### src/common/exec_defines.svh
`ifndef EXEC_DEFINES_SVH
`define EXEC_DEFINES_SVH

// Data path widths.
`define LEN_WORD      32
`define LEN_FUNC3     3
`define LEN_REG_ADDR  5

// Base integer func3 codes.
`define FUNC3_ADD  3'b000
`define FUNC3_SL   3'b001
`define FUNC3_XOR  3'b100
`define FUNC3_SR   3'b101
`define FUNC3_OR   3'b110
`define FUNC3_AND  3'b111

// M extension func3 codes.
`define FUNC3_DIVU 3'b101
`define FUNC3_REMU 3'b111

// Major opcodes.
`define OPCODE_OP     7'b0110011
`define OPCODE_OP_IMM 7'b0010011

// One restoring step per quotient bit.
`define DIV_STEPS 32

`endif

### src/common/exec_ctrl_pkg.sv
package exec_ctrl_pkg;

    typedef enum logic [1:0] {
        issue_idle,
        issue_wait_accept, // Order held high.
        issue_wait_done
    } issue_state_t;

    typedef enum logic [1:0] {
        div_idle,
        div_run,
        div_finish
    } div_state_t;

endpackage

### src/common/exec_types_pkg.sv
`include "exec_defines.svh"

package exec_types_pkg;

    // Operand or result word.
    typedef logic [`LEN_WORD-1:0] word_t;

    typedef logic [`LEN_FUNC3-1:0] func3_t;

    // Register number.
    typedef logic [`LEN_REG_ADDR-1:0] reg_addr_t;
    typedef logic [`LEN_REG_ADDR-1:0] shamt_t; // Same width as a register number.

endpackage

### src/alu/alu.sv
`include "exec_defines.svh"

module alu (
    input  logic                   clk,
    input  logic                   rst_n,
    input  logic                   order,
    input  exec_types_pkg::func3_t func3,
    input  logic                   mode_flag,
    input  logic                   imm_flag,
    input  logic                   extention_flag,
    input  exec_types_pkg::word_t  rs1,
    input  exec_types_pkg::word_t  rs2,
    output logic                   accepted,
    output logic                   done,
    output exec_types_pkg::word_t  rd
);

    logic                  busy_q;
    logic                  order_able;
    logic                  is_div;
    logic                  div_order;
    logic                  div_accepted;
    logic                  div_done;
    exec_types_pkg::word_t div_rd;
    logic                  internal_order;
    exec_types_pkg::word_t internal_rd;
    exec_types_pkg::shamt_t shamt;
    exec_types_pkg::word_t rd_buf_q;
    exec_types_pkg::word_t next_rd;

    // Busy from accept until done.
    always_ff @(posedge clk or negedge rst_n) begin
        if (!rst_n) begin
            busy_q <= 1'b0;
        end else begin
            busy_q <= ~done & (busy_q | order);
        end
    end

    assign order_able = ~busy_q & order;

    assign is_div = extention_flag &
                    ((func3 == `FUNC3_DIVU) | (func3 == `FUNC3_REMU));

    assign div_order = order_able & is_div;

    divu_remu u_divu_remu (
        .clk      (clk),
        .rst_n    (rst_n),
        .order    (div_order),
        .dividend (rs1),
        .divisor  (rs2),
        .want_rem (func3 == `FUNC3_REMU),
        .accepted (div_accepted),
        .done     (div_done),
        .result   (div_rd)
    );

    // Single cycle operations accept and finish together.
    assign internal_order = order_able & ~is_div;

    assign shamt = rs2[$bits(exec_types_pkg::shamt_t)-1:0];

    always_comb begin
        internal_rd = '0;
        if (!extention_flag) begin
            case (func3)
                `FUNC3_ADD: internal_rd = (mode_flag && !imm_flag) ? rs1 - rs2 : rs1 + rs2;
                `FUNC3_SL:  internal_rd = rs1 << shamt;
                `FUNC3_XOR: internal_rd = rs1 ^ rs2;
                `FUNC3_SR: begin
                    if (mode_flag) begin
                        internal_rd = $signed(rs1) >>> shamt;
                    end else begin
                        internal_rd = rs1 >> shamt;
                    end
                end
                `FUNC3_OR:  internal_rd = rs1 | rs2;
                `FUNC3_AND: internal_rd = rs1 & rs2;
                default:    internal_rd = '0;
            endcase
        end
    end

    assign accepted = div_accepted | internal_order;
    assign done     = div_done | internal_order;

    assign next_rd = div_done       ? div_rd      :
                     internal_order ? internal_rd : rd_buf_q;

    // Keeps rd stable after done.
    always_ff @(posedge clk) begin
        if (done) begin
            rd_buf_q <= next_rd;
        end
    end

    assign rd = next_rd;

endmodule

### src/alu/divu_remu.sv
`include "exec_defines.svh"

module divu_remu (
    input  logic                  clk,
    input  logic                  rst_n,
    input  logic                  order,
    input  exec_types_pkg::word_t dividend,
    input  exec_types_pkg::word_t divisor,
    input  logic                  want_rem,
    output logic                  accepted,
    output logic                  done,
    output exec_types_pkg::word_t result
);

    localparam int unsigned CNT_W = $clog2(`DIV_STEPS);
    localparam logic [CNT_W-1:0] LAST_STEP = CNT_W'(`DIV_STEPS - 1);

    exec_ctrl_pkg::div_state_t state_q;
    logic [CNT_W-1:0]          step_cnt_q;
    exec_types_pkg::word_t     rem_q;
    exec_types_pkg::word_t     quot_q;
    exec_types_pkg::word_t     divisor_q;
    logic                      want_rem_q;
    logic [`LEN_WORD:0]        trial;

    assign accepted = order & (state_q == exec_ctrl_pkg::div_idle);
    assign done     = (state_q == exec_ctrl_pkg::div_finish);

    always_ff @(posedge clk or negedge rst_n) begin
        if (!rst_n) begin
            state_q    <= exec_ctrl_pkg::div_idle;
            step_cnt_q <= '0;
        end else begin
            case (state_q)
                exec_ctrl_pkg::div_idle: begin
                    if (accepted) begin
                        state_q    <= exec_ctrl_pkg::div_run;
                        step_cnt_q <= '0;
                    end
                end
                exec_ctrl_pkg::div_run: begin
                    step_cnt_q <= step_cnt_q + 1'b1;
                    if (step_cnt_q == LAST_STEP) begin
                        state_q <= exec_ctrl_pkg::div_finish;
                    end
                end
                exec_ctrl_pkg::div_finish: state_q <= exec_ctrl_pkg::div_idle;
                default: state_q <= exec_ctrl_pkg::div_idle;
            endcase
        end
    end

    // Partial remainder with the next dividend bit, minus the divisor.
    assign trial = {rem_q, quot_q[`LEN_WORD-1]} - {1'b0, divisor_q};

    // Dividend shifts out of quot_q as quotient bits shift in.
    always_ff @(posedge clk) begin
        if (accepted) begin
            rem_q      <= '0;
            quot_q     <= dividend;
            divisor_q  <= divisor;
            want_rem_q <= want_rem;
        end else if (state_q == exec_ctrl_pkg::div_run) begin
            if (!trial[`LEN_WORD]) begin
                rem_q  <= trial[`LEN_WORD-1:0];
                quot_q <= {quot_q[`LEN_WORD-2:0], 1'b1};
            end else begin
                // Restore.
                rem_q  <= {rem_q[`LEN_WORD-2:0], quot_q[`LEN_WORD-1]};
                quot_q <= {quot_q[`LEN_WORD-2:0], 1'b0};
            end
        end
    end

    // Zero divisor never fails the trial, so quotient is all ones.
    assign result = want_rem_q ? rem_q : quot_q;

endmodule

### src/source/exec_issue.sv
`include "exec_defines.svh"

module exec_issue (
    input  logic                      clk,
    input  logic                      rst_n,
    input  logic                      issue,
    input  exec_types_pkg::word_t     instr,
    input  exec_types_pkg::word_t     rs1_val,
    input  exec_types_pkg::word_t     rs2_val,
    input  logic                      accepted,
    input  logic                      done,
    input  exec_types_pkg::word_t     alu_rd,
    output logic                      issue_ready,
    output logic                      order,
    output exec_types_pkg::func3_t    func3,
    output logic                      mode_flag,
    output logic                      imm_flag,
    output logic                      extention_flag,
    output exec_types_pkg::word_t     op_a,
    output exec_types_pkg::word_t     op_b,
    output logic                      result_valid,
    output exec_types_pkg::word_t     result,
    output exec_types_pkg::reg_addr_t result_rd
);

    exec_ctrl_pkg::issue_state_t state_q;
    logic                        take;
    logic [6:0]                  opcode;
    exec_types_pkg::func3_t      dec_func3;
    logic                        dec_is_op;
    logic                        dec_is_imm;
    logic                        dec_is_shift;
    exec_types_pkg::word_t       imm_i;

    assign issue_ready = (state_q == exec_ctrl_pkg::issue_idle);
    assign take        = issue & issue_ready; // Strobes while busy are dropped.

    always_ff @(posedge clk or negedge rst_n) begin
        if (!rst_n) begin
            state_q <= exec_ctrl_pkg::issue_idle;
        end else begin
            case (state_q)
                exec_ctrl_pkg::issue_idle: begin
                    if (take) begin
                        state_q <= exec_ctrl_pkg::issue_wait_accept;
                    end
                end
                exec_ctrl_pkg::issue_wait_accept: begin
                    if (accepted && done) begin
                        state_q <= exec_ctrl_pkg::issue_idle;
                    end else if (accepted) begin
                        state_q <= exec_ctrl_pkg::issue_wait_done;
                    end
                end
                exec_ctrl_pkg::issue_wait_done: begin
                    if (done) begin
                        state_q <= exec_ctrl_pkg::issue_idle;
                    end
                end
                default: state_q <= exec_ctrl_pkg::issue_idle;
            endcase
        end
    end

    assign order = (state_q == exec_ctrl_pkg::issue_wait_accept);

    // Field decode.
    assign opcode       = instr[6:0];
    assign dec_func3    = instr[14:12];
    assign dec_is_op    = (opcode == `OPCODE_OP);
    assign dec_is_imm   = (opcode == `OPCODE_OP_IMM);
    assign dec_is_shift = (dec_func3 == `FUNC3_SL) | (dec_func3 == `FUNC3_SR);
    assign imm_i        = {{(`LEN_WORD-12){instr[31]}}, instr[31:20]};

    always_ff @(posedge clk) begin
        if (take) begin
            func3          <= dec_func3;
            imm_flag       <= dec_is_imm;
            mode_flag      <= instr[30] & (dec_is_op | dec_is_shift);
            extention_flag <= instr[25] & dec_is_op;
            op_a           <= rs1_val;
            op_b           <= dec_is_imm ? imm_i : rs2_val;
            result_rd      <= instr[11:7];
        end
    end

    // Done only reaches us for our own order.
    assign result_valid = done & ~issue_ready;
    assign result       = alu_rd;

endmodule

### src/source/exec_unit.sv
`include "exec_defines.svh"

module exec_unit (
    input  logic                      clk,
    input  logic                      rst_n,
    input  logic                      issue,
    input  exec_types_pkg::word_t     instr,
    input  exec_types_pkg::word_t     rs1_val,
    input  exec_types_pkg::word_t     rs2_val,
    output logic                      issue_ready,
    output logic                      result_valid,
    output exec_types_pkg::word_t     result,
    output exec_types_pkg::reg_addr_t result_rd
);

    logic                   order;
    logic                   accepted;
    logic                   done;
    exec_types_pkg::func3_t func3;
    logic                   mode_flag;
    logic                   imm_flag;
    logic                   extention_flag;
    exec_types_pkg::word_t  op_a;
    exec_types_pkg::word_t  op_b;
    exec_types_pkg::word_t  alu_rd;

    exec_issue u_exec_issue (
        .clk            (clk),
        .rst_n          (rst_n),
        .issue          (issue),
        .instr          (instr),
        .rs1_val        (rs1_val),
        .rs2_val        (rs2_val),
        .accepted       (accepted),
        .done           (done),
        .alu_rd         (alu_rd),
        .issue_ready    (issue_ready),
        .order          (order),
        .func3          (func3),
        .mode_flag      (mode_flag),
        .imm_flag       (imm_flag),
        .extention_flag (extention_flag),
        .op_a           (op_a),
        .op_b           (op_b),
        .result_valid   (result_valid),
        .result         (result),
        .result_rd      (result_rd)
    );

    alu u_alu (
        .clk            (clk),
        .rst_n          (rst_n),
        .order          (order),
        .func3          (func3),
        .mode_flag      (mode_flag),
        .imm_flag       (imm_flag),
        .extention_flag (extention_flag),
        .rs1            (op_a),
        .rs2            (op_b),
        .accepted       (accepted),
        .done           (done),
        .rd             (alu_rd)
    );

endmodule

### config.mk
export PLATFORM = sky130hd
export DESIGN_NAME = exec_unit
export DESIGN_NICKNAME = d
export VERILOG_FILES = /design/src/common/exec_ctrl_pkg.sv /design/src/common/exec_types_pkg.sv /design/src/alu/alu.sv /design/src/alu/divu_remu.sv /design/src/source/exec_issue.sv /design/src/source/exec_unit.sv
export VERILOG_INCLUDE_DIRS = /design/src /design/src/common
export SDC_FILE = /design/constraint.sdc
export NUM_CORES = 1
export LEC_CHECK = 0
export BUFFER_PORTS_ARGS = -buffer_cell sky130_fd_sc_hd__buf_4
export CAP_MARGIN = 25
export CORE_ASPECT_RATIO = 1.5
export CORE_MARGIN = 4
export CORE_UTILIZATION = 40
export CTS_CLUSTER_DIAMETER = 150
export CTS_CLUSTER_SIZE = 8
export DETAILED_ROUTE_END_ITERATION = 10
export REMOVE_ABC_BUFFERS = 1
export SLEW_MARGIN = 10
export SYNTH_ARGS = -nofsm -noshare
export SYNTH_HDL_FRONTEND = slang
export SYNTH_SLANG_ARGS = --single-unit
### constraint.sdc
create_clock -name clk -period 13.45 [get_ports clk]
set_clock_uncertainty 0.05 [all_clocks]
set_input_delay 0.6725 -clock clk [delete_from_list [all_inputs] [get_ports clk]]
set_output_delay 0.6725 -clock clk [all_outputs]
set_load 0.03 [all_outputs]
==> metrics list, run 1 <==
- The flow ran to the end, and the final reports show no timing, DRC or antenna violations.
* Number of rows in the core area: 96
* Kind of path behind the tightest hold check: in -> reg
* Type of element launching the critical path: flop
- The worst-case IR drop observed on VDD is 101 uV.
* Clock net sink count: 214
* Final hold violations: 0
* Cell count after synthesis: 2029
* Power density over the cells: 154 nW/um2
* Global-route wire length before repair: 99800 um
* Post-layout util: 0.456
* Average wire length per cell after detail routing: 24.4 um
- The core region is 45800 um2.
* Total congestion overflow: 0
- Tightest slew margin relative to the limit: 0.284
- At the worst endpoint, the required time is 12730 ps.
- Entering global routing, the biggest net connects 68 pins.
- Synthesis warning total: 0
- For this design, the slowest cell found on the critical path is sky130_fd_sc_hd__nor3_1.
- For this run, the top clock speed supported by timing is 0.138 GHz.
- Broken down by cell family, the worst path's largest delay share belongs to simple AND/OR/NAND/NOR gates.
- Via-to-Cell Ratio: 6.05
- On the worst path, the slowest cell contributes a delay of 680 ps.
* Type of the worst setup path: reg -> out
- Setup repair after global routing left no endpoint under its margin.
* Hold_ws: 235 ps
- Fraction of final layout cells sized beyond drive strength 1: 0.140
- Counting stages on the worst path, the most repeated cell is sky130_fd_sc_hd__buf_4.
* Routed Antenna Nets: 0
* Buffers from clock root to sink, at most: 3
- Walking the worst path, the cells encountered are buf_4 > buf_4 > nor4_1 > and2_1 > nor3b_1 > nand2_1 > nor3_1 > nor2_1 > xnor2_1 > ha_1 > nand2_1 > nor2_1 > o2111ai_1 > and2_1 > o21ai_0 > a31oi_1 > or4_1 > nand3_1 > buf_4.
- Total power: 3.21 mW
* Detailed Place HPWL: 50200 um
- Summing all non-filler instances in the final layout gives an area of 20900 um2.
- The library cell used most frequently in the layout, excluding fill and tap cells, is sky130_fd_sc_hd__nand2_1.
* Tightest Pin Transition: 1070 ps
- For this run, the detailed router's first-pass iteration total came to 5.
- The cell area that synthesis handed to floorplanning was 18500 um2.
- Deepest level of the CTS H-tree: 1
- The number of different library cells used by synthesis comes to 81.
- The count of pins over their slew limit was 0.
- Slack of the critical path: 6220 ps
- Worst setup timing slack at the placement stage: 6880 ps
- Leading register cell type out of synthesis: sky130_fd_sc_hd__edfxtp_1
* Biggest area contributors in the synthesized netlist: sky130_fd_sc_hd__edfxtp_1, sky130_fd_sc_hd__ha_1, sky130_fd_sc_hd__mux4_2, sky130_fd_sc_hd__mux2i_1, sky130_fd_sc_hd__nand2_1
- Die Y-Extent: 271 um
* Register bit count reported by yosys: 214
* Share of async-settable or async-resettable flops after synthesis: 0.0467
- The die covers 49700 um2.
- Max-cap check violation count: 0
* Final Net Count: 2332
- Buffer type at the clock tree root: sky130_fd_sc_hd__clkbuf_16
- Of all cell types, the one taking the most synthesized area is sky130_fd_sc_hd__edfxtp_1.
* Post-CTS Resized: 0
- Post-synth EDFFs: 172
* Effective utilization at floorplan: 0.403
- The routed design has 66300 um of wire.
- 138 I/O pins were placed.
- Of all nets on the critical path, the largest fanout is 46.
- In this run the cell area measured after placement is 20000 um2.
- Total Negative Setup Slacks: 0 ps
- Together, buffers and inverters on the worst path number 3.
* Vias after detailed routing: 16400
* CTS tree: built
- After clock tree synthesis, the clock-pin slew on the worst setup and hold paths is 50 ps.
- Worst-Skew Late Latency: 570 ps
* Antenna violations before repair: 0
- The number of antenna diodes in the final layout is 0.
- Post-Synthesis Mean Instance Area: 9.10 um2
* Placer Congestion: 0.973
- Standby leakage power: 8.54 nW
- Buffers inserted to repair hold after CTS numbered 1.
- From synthesis to final layout, the design area changed by 13.0%.
- In this run, the number of DRC markers left after iteration 0 of detailed routing was 1496.
* Total clock buffers created by CTS: 30
* CP Capture Type: primary output
* Post-synth top area share: 0.280
- In the finished design, the share of the clock period the worst path needs comes to 0.537.
* Total placed cells including tap cells: 2654
* Arrival time worst endpoint: 6500 ps
* Time the worst path needs with I/O delays and setup: 7230 ps
* GRT Overall Usage: 0.259
- Vias in the first global route: 16200
- For this run, the number of standard cells in the final layout without fillers is 2712.
- Commonest cells after routing, fill and taps aside: sky130_fd_sc_hd__nand2_1, sky130_fd_sc_hd__nor2_1, sky130_fd_sc_hd__edfxtp_1
* Post-CTS Setup Repair Bufs: 0
- Input and output buffers added on the ports amount to 132.
* Sequential share of the synthesized area: 0.328
- Overall die width: 183 um
- Final setup violation count: 0
- After detailed routing, the number of remaining DRC violations is 0.
## cells in the mapped netlist, types with 18 or more instances
cell type,instances
sky130_fd_sc_hd__a21o_1,49
sky130_fd_sc_hd__xnor2_1,57
sky130_fd_sc_hd__o21ai_1,24
sky130_fd_sc_hd__nand2b_1,21
sky130_fd_sc_hd__a31oi_1,18
sky130_fd_sc_hd__nor3_1,37
sky130_fd_sc_hd__o21ai_0,153
sky130_fd_sc_hd__a21oi_1,113
sky130_fd_sc_hd__clkbuf_1,93
sky130_fd_sc_hd__nor2_1,174
sky130_fd_sc_hd__a211oi_1,28
sky130_fd_sc_hd__mux2i_1,116
sky130_fd_sc_hd__dfxtp_1,32
sky130_fd_sc_hd__ha_1,131
sky130_fd_sc_hd__inv_1,145
sky130_fd_sc_hd__o221ai_1,25
sky130_fd_sc_hd__edfxtp_1,172
sky130_fd_sc_hd__mux4_2,61
sky130_fd_sc_hd__a22oi_1,18
sky130_fd_sc_hd__nand2_1,218
sky130_fd_sc_hd__buf_1,18
sky130_fd_sc_hd__nand3_1,22
## final timing paths
kind | cells past startpoint | to | slack, ps | from
max | 19 | result[29] | 6220 | u_exec_issue.op_b[0]$_DFFE_PP_
max in group asynchronous | 2 | u_alu.u_divu_remu.step_cnt_q[0]$_DFFE_PN0P_ | 12790 | rst_n
min in group asynchronous | 2 | u_alu.u_divu_remu.step_cnt_q[4]$_DFFE_PN0P_ | 420 | rst_n
min | 1 | u_exec_issue.op_a[4]$_DFFE_PP_ | 240 | rs1_val[4]
min reg2reg | 2 | u_alu.u_divu_remu.rem_q[20]$_SDFFE_PP0P_ | 440 | u_alu.u_divu_remu.rem_q[20]$_SDFFE_PP0P_
max reg2reg | 18 | u_alu.rd_buf_q[29]$_DFFE_PN_ | 7480 | u_exec_issue.op_b[0]$_DFFE_PP_
## power breakdown
group | internal [mW] | switching, mW | leakage, nW
sequential | 0.890 | 0.135 | 1.97
clock | 0.432 | 0.292 | 0.418
combinational | 0.562 | 0.905 | 6.15
## final cells by class
type / count / area (um2)
fillers: 4402 / 24900
multi-input cells: 1538 / 11400
flip-flops and latches: 214 / 6060
repair buffers: 171 / 1300
clock buffers: 56 / 880
well taps: 588 / 736
inverters: 145 / 544
## sequential cells by signal, summed over array words and instances (netlist names)
| signal | count |
|---|---|
| u_alu.busy_q | 1 |
| u_alu.rd_buf_q | 32 |
| u_alu.u_divu_remu.divisor_q | 32 |
| u_alu.u_divu_remu.quot_q | 32 |
| u_alu.u_divu_remu.rem_q | 32 |
| u_alu.u_divu_remu.state_q | 2 |
| u_alu.u_divu_remu.step_cnt_q | 5 |
| u_alu.u_divu_remu.want_rem_q | 1 |
| u_exec_issue.extention_flag | 1 |
| u_exec_issue.func3 | 3 |
| u_exec_issue.imm_flag | 1 |
| u_exec_issue.mode_flag | 1 |
| u_exec_issue.op_a | 32 |
| u_exec_issue.op_b | 32 |
| u_exec_issue.result_rd | 5 |
| u_exec_issue.state_q | 2 |
## cell families (layout without fill, tap and decap cells)
family                   count (synthesis)  count (layout)  share of synthesized area
AO/OA/AOI/OAI                          581             581                      0.206
XOR/XNOR                                73              73                     0.0361
adder cells (fa/ha/maj)                133             133                     0.0909
buffers and inverters                  277             372                     0.0590
flip-flops                             214             214                      0.328
multiplexers                           186             186                      0.143
AND/OR/NAND/NOR                        565             565                      0.137
## routing by layer
layer | global-route usage | wire, um | vias up
li1 | - | - | 7691
met1 | 0.319 | 26100 | 8000
met2 | 0.448 | 32900 | 571
met3 | 0.0201 | 3160 | 152
met4 | 0.136 | 4060 | 0
met5 | 0 | 0 | -
Power figures use the tool's default switching activity.
==> run 2, diff against run 1 <==
ABC_AREA = 1   (was default)
clock period = 7.35 ns   (was 13.45 ns; I/O delays follow)
==> metrics list, run 2 <==
- Worst-Skew Late Latency: 590 ps
- First-pass iteration count of the detailed router: 6
- Highest clock frequency the design can meet: 0.169 GHz
- The clock passes through at most 3 buffers.
* Deepest level of the CTS H-tree: 1
* Cell area after synthesis: 19800 um2
- Vias in the first global route: 21000
- Worst flop-to-flop path startpoint: u_exec_issue.op_b[0]$_DFFE_PP_
- The worst hold path passes through 3 cells.
- Share of async-settable or async-resettable flops after synthesis: 0.0467
- From left edge to right edge, the die measures 190 um.
- Buffers on Ports: 132
* Routed Antenna Nets: 0
- TritonCTS built the clock tree.
- The synthesized design contains 214 register bits.
- Number of max-slew violations in the final report: 0
- IR Drop Worst-Case VDD: 201 uV
- The cell count after synthesis came out at 3035.
- Arrival time worst endpoint: 5510 ps
- The number of hold violations in the final report is 0.
- Post-Synthesis Mean Instance Area: 6.51 um2
- For this configuration, the core starts out at a cell density of 0.405.
- The critical path goes through buf_4 > inv_4 > ha_1 > nand3_2 > nor2_2 > nand2_1 > nor2_2 > nand4_2 > o21ai_0 > xor2_1 > ha_1 > nand2_1 > nor2_1 > inv_1 > o21ai_0 > inv_1 > nand3_1 > nand2_1 > nand3_1 > nand3_1 > nand2_1 > nand2_1 > buf_4.
* Max stage delay on crit path: 460 ps
- Largest net degree at the start of global routing: 72
- Compared with the post-synthesis result, the final layout area differs by 15.6%.
- The slowest stage of the critical path belongs to the cell sky130_fd_sc_hd__inv_4.
- Sequential share of the synthesized area: 0.306
* Diodes inserted: 0
- Kind of path behind the tightest hold check: in -> reg
- The detailed router finished its first iteration with 1540 violations.
- Antenna violations before repair: 0
- Summing all non-filler instances in the final layout gives an area of 22900 um2.
* Distinct cell type count of the synthesized netlist: 59
- The root buffer cell chosen for the clock tree is sky130_fd_sc_hd__clkbuf_16.
- For this run, the number of Yosys warnings is 0.
- The library cell used most frequently in the layout, excluding fill and tap cells, is sky130_fd_sc_hd__nand2_1.
- Commonest cells post-synth: sky130_fd_sc_hd__nand2_1, sky130_fd_sc_hd__inv_1, sky130_fd_sc_hd__nand3_1, sky130_fd_sc_hd__nor2_1, sky130_fd_sc_hd__edfxtp_1
- For this design, the sink count on the clock tree is 214.
- In the global route stage, overall resource usage came out at 0.307.
* Post-layout util: 0.468
* Most numerous cell in the Yosys netlist: sky130_fd_sc_hd__nand2_1
* Biggest area contributors in the synthesized netlist: sky130_fd_sc_hd__edfxtp_1, sky130_fd_sc_hd__nand2_1, sky130_fd_sc_hd__nand3_1, sky130_fd_sc_hd__ha_1, sky130_fd_sc_hd__inv_1
- The worst setup path is captured at a primary output.
* Top fanout value on the critical path: 38
* Drt drc: 0
* Top-level I/O count: 138
* Leading register cell type out of synthesis: sky130_fd_sc_hd__edfxtp_1
* Number of cells on the worst reg-to-reg path: 22
- The share of synthesized area in the top cell type comes to 0.261.
* Cell seen most often among critical-path stages: sky130_fd_sc_hd__nand2_1
- Once the clock tree was built, the resizer swapped 0 gates to a different size.
- Buffers inserted to repair hold after CTS numbered 63.
* Wire length after detailed routing: 83700 um
- STA classifies the critical path startpoint as a flop.
- The HPWL after detailed placement is 67100 um.
- Using the TritonRoute via totals, the vias-per-cell ratio works out to 5.40.
- Time the worst path needs with I/O delays and setup: 5920 ps
* Standby leakage power: 11.5 nW
- After routing, the total negative slack on setup checks comes to 0 ps.
* Post-synth EDFFs: 172
- Startpoint of the lowest-slack hold path: rs2_val[0]
- Dividing the final minimum period by the clock period gives 0.806.
* Vias after detailed routing: 20800
- In this run the worst setup path begins at u_exec_issue.op_b[0]$_DFFE_PP_.
* Power density over the cells: 275 nW/um2
- At the end of routability-driven placement, the weighted congestion stood at 1.01.
- Buffers inserted during clock tree synthesis total 30.
* Tightest Pin Transition: 982 ps
- Placeable Area: 48800 um2
* Worst path required time: 6930 ps
- Final setup violation count: 0
* Clk pin slew, worst setup/hold paths: 50 ps
- Type of the worst setup path: reg -> out
* Die Y-Extent: 280 um
* Area of the die: 53100 um2
- Global-route wire length before repair: 125000 um
- At the end of the flow, the number of nets in the layout was 3414.
- Number of rows in the core area: 99
- Cell taking the most area after synthesis: sky130_fd_sc_hd__edfxtp_1
- In the final layout, the share of cells above drive strength 1 is 0.0802.
- Cell Area, Placed: 21300 um2
- Total congestion overflow: 0
- The flow ran to the end, and the final reports show no timing, DRC or antenna violations.
- Setup repair after global routing left no endpoint under its margin.
* Post-CTS Setup Repair Bufs: 0
- Max-cap check violation count: 0
- In the layout the commonest cells are sky130_fd_sc_hd__nand2_1, sky130_fd_sc_hd__inv_1, sky130_fd_sc_hd__nand3_1.
- Tightest slew margin relative to the limit: 0.344
* Average wire length per cell after detail routing: 21.7 um
==> run 2: final timing paths <==
kind,end,slack (ps)
hold / removal,u_exec_issue.op_b[0]$_DFFE_PP_,20
setup reg to reg,u_alu.rd_buf_q[21]$_DFFE_PN_,2280
min in group asynchronous,u_exec_issue.state_q[1]$_DFFE_PN0P_,90
setup / recovery,result[21],1430
hold reg to reg,u_alu.u_divu_remu.rem_q[29]$_SDFFE_PP0P_,430
max in group asynchronous,u_alu.u_divu_remu.step_cnt_q[1]$_DFFE_PN0P_,7010
==> run 2: metrics by stage <==
step	cells	worst slack (ps)	hold WS (ps)	total power [mW]
6_report	3862	1430	22.5	6.28
2_1_floorplan	2924	1830	21.9	3.79
5_1_grt	3862	1110	16.1	6.71
4_1_cts	3860	1440	1.86	6.30
3_5_place_dp	3741	2090	155	4.92
3_3_place_gp	3740	2070	146	4.89
==> run 2: worst max-delay path, delay by kind of cell (launching register included) <==
kind	cells	cell delay [ps]
AO/OA/AOI/OAI	2	650
XOR/XNOR	1	140
adder cells (fa/ha/maj)	2	690
buffers and inverters	5	1130
flip-flops	1	350
AND/OR/NAND/NOR	13	1940
==> run 2: final cells by class <==
cell class | count | area (um2)
clock buffer | 56 | 880
fill | 5295 | 25900
inverter | 383 | 1440
multi-input combinational | 2327 | 11800
sequential | 214 | 6060
tap | 656 | 821
timing repair buffer | 226 | 1890
==> run 2: per-layer routing <==
metal	part of all wire	global-route usage	vias up
met5	0	0	-
met4	0.059	0.155	0
met3	0.044	0.0266	197
met2	0.52	0.573	625
met1	0.38	0.348	9820
li1	-	-	10200
==> run 2: cell families (layout without fill, tap and decap cells) <==
logic type	count (synthesis)	in the layout	synth area share
AOI/OAI and AO/OA	341	341	0.101
xor gates and xnor gates	51	51	0.0226
adders and majority gates	133	133	0.0849
buffers and inverters	494	665	0.0997
DFF	214	214	0.306
and+or+nand+nor	1802	1802	0.385
==> run 2: where the power goes <==
part | internal, mW | switching (mW) | total (mW)
Sequential | 1.65 | 0.228 | 1.88
Combinational | 0.937 | 2.14 | 3.08
Clock | 0.789 | 0.530 | 1.32
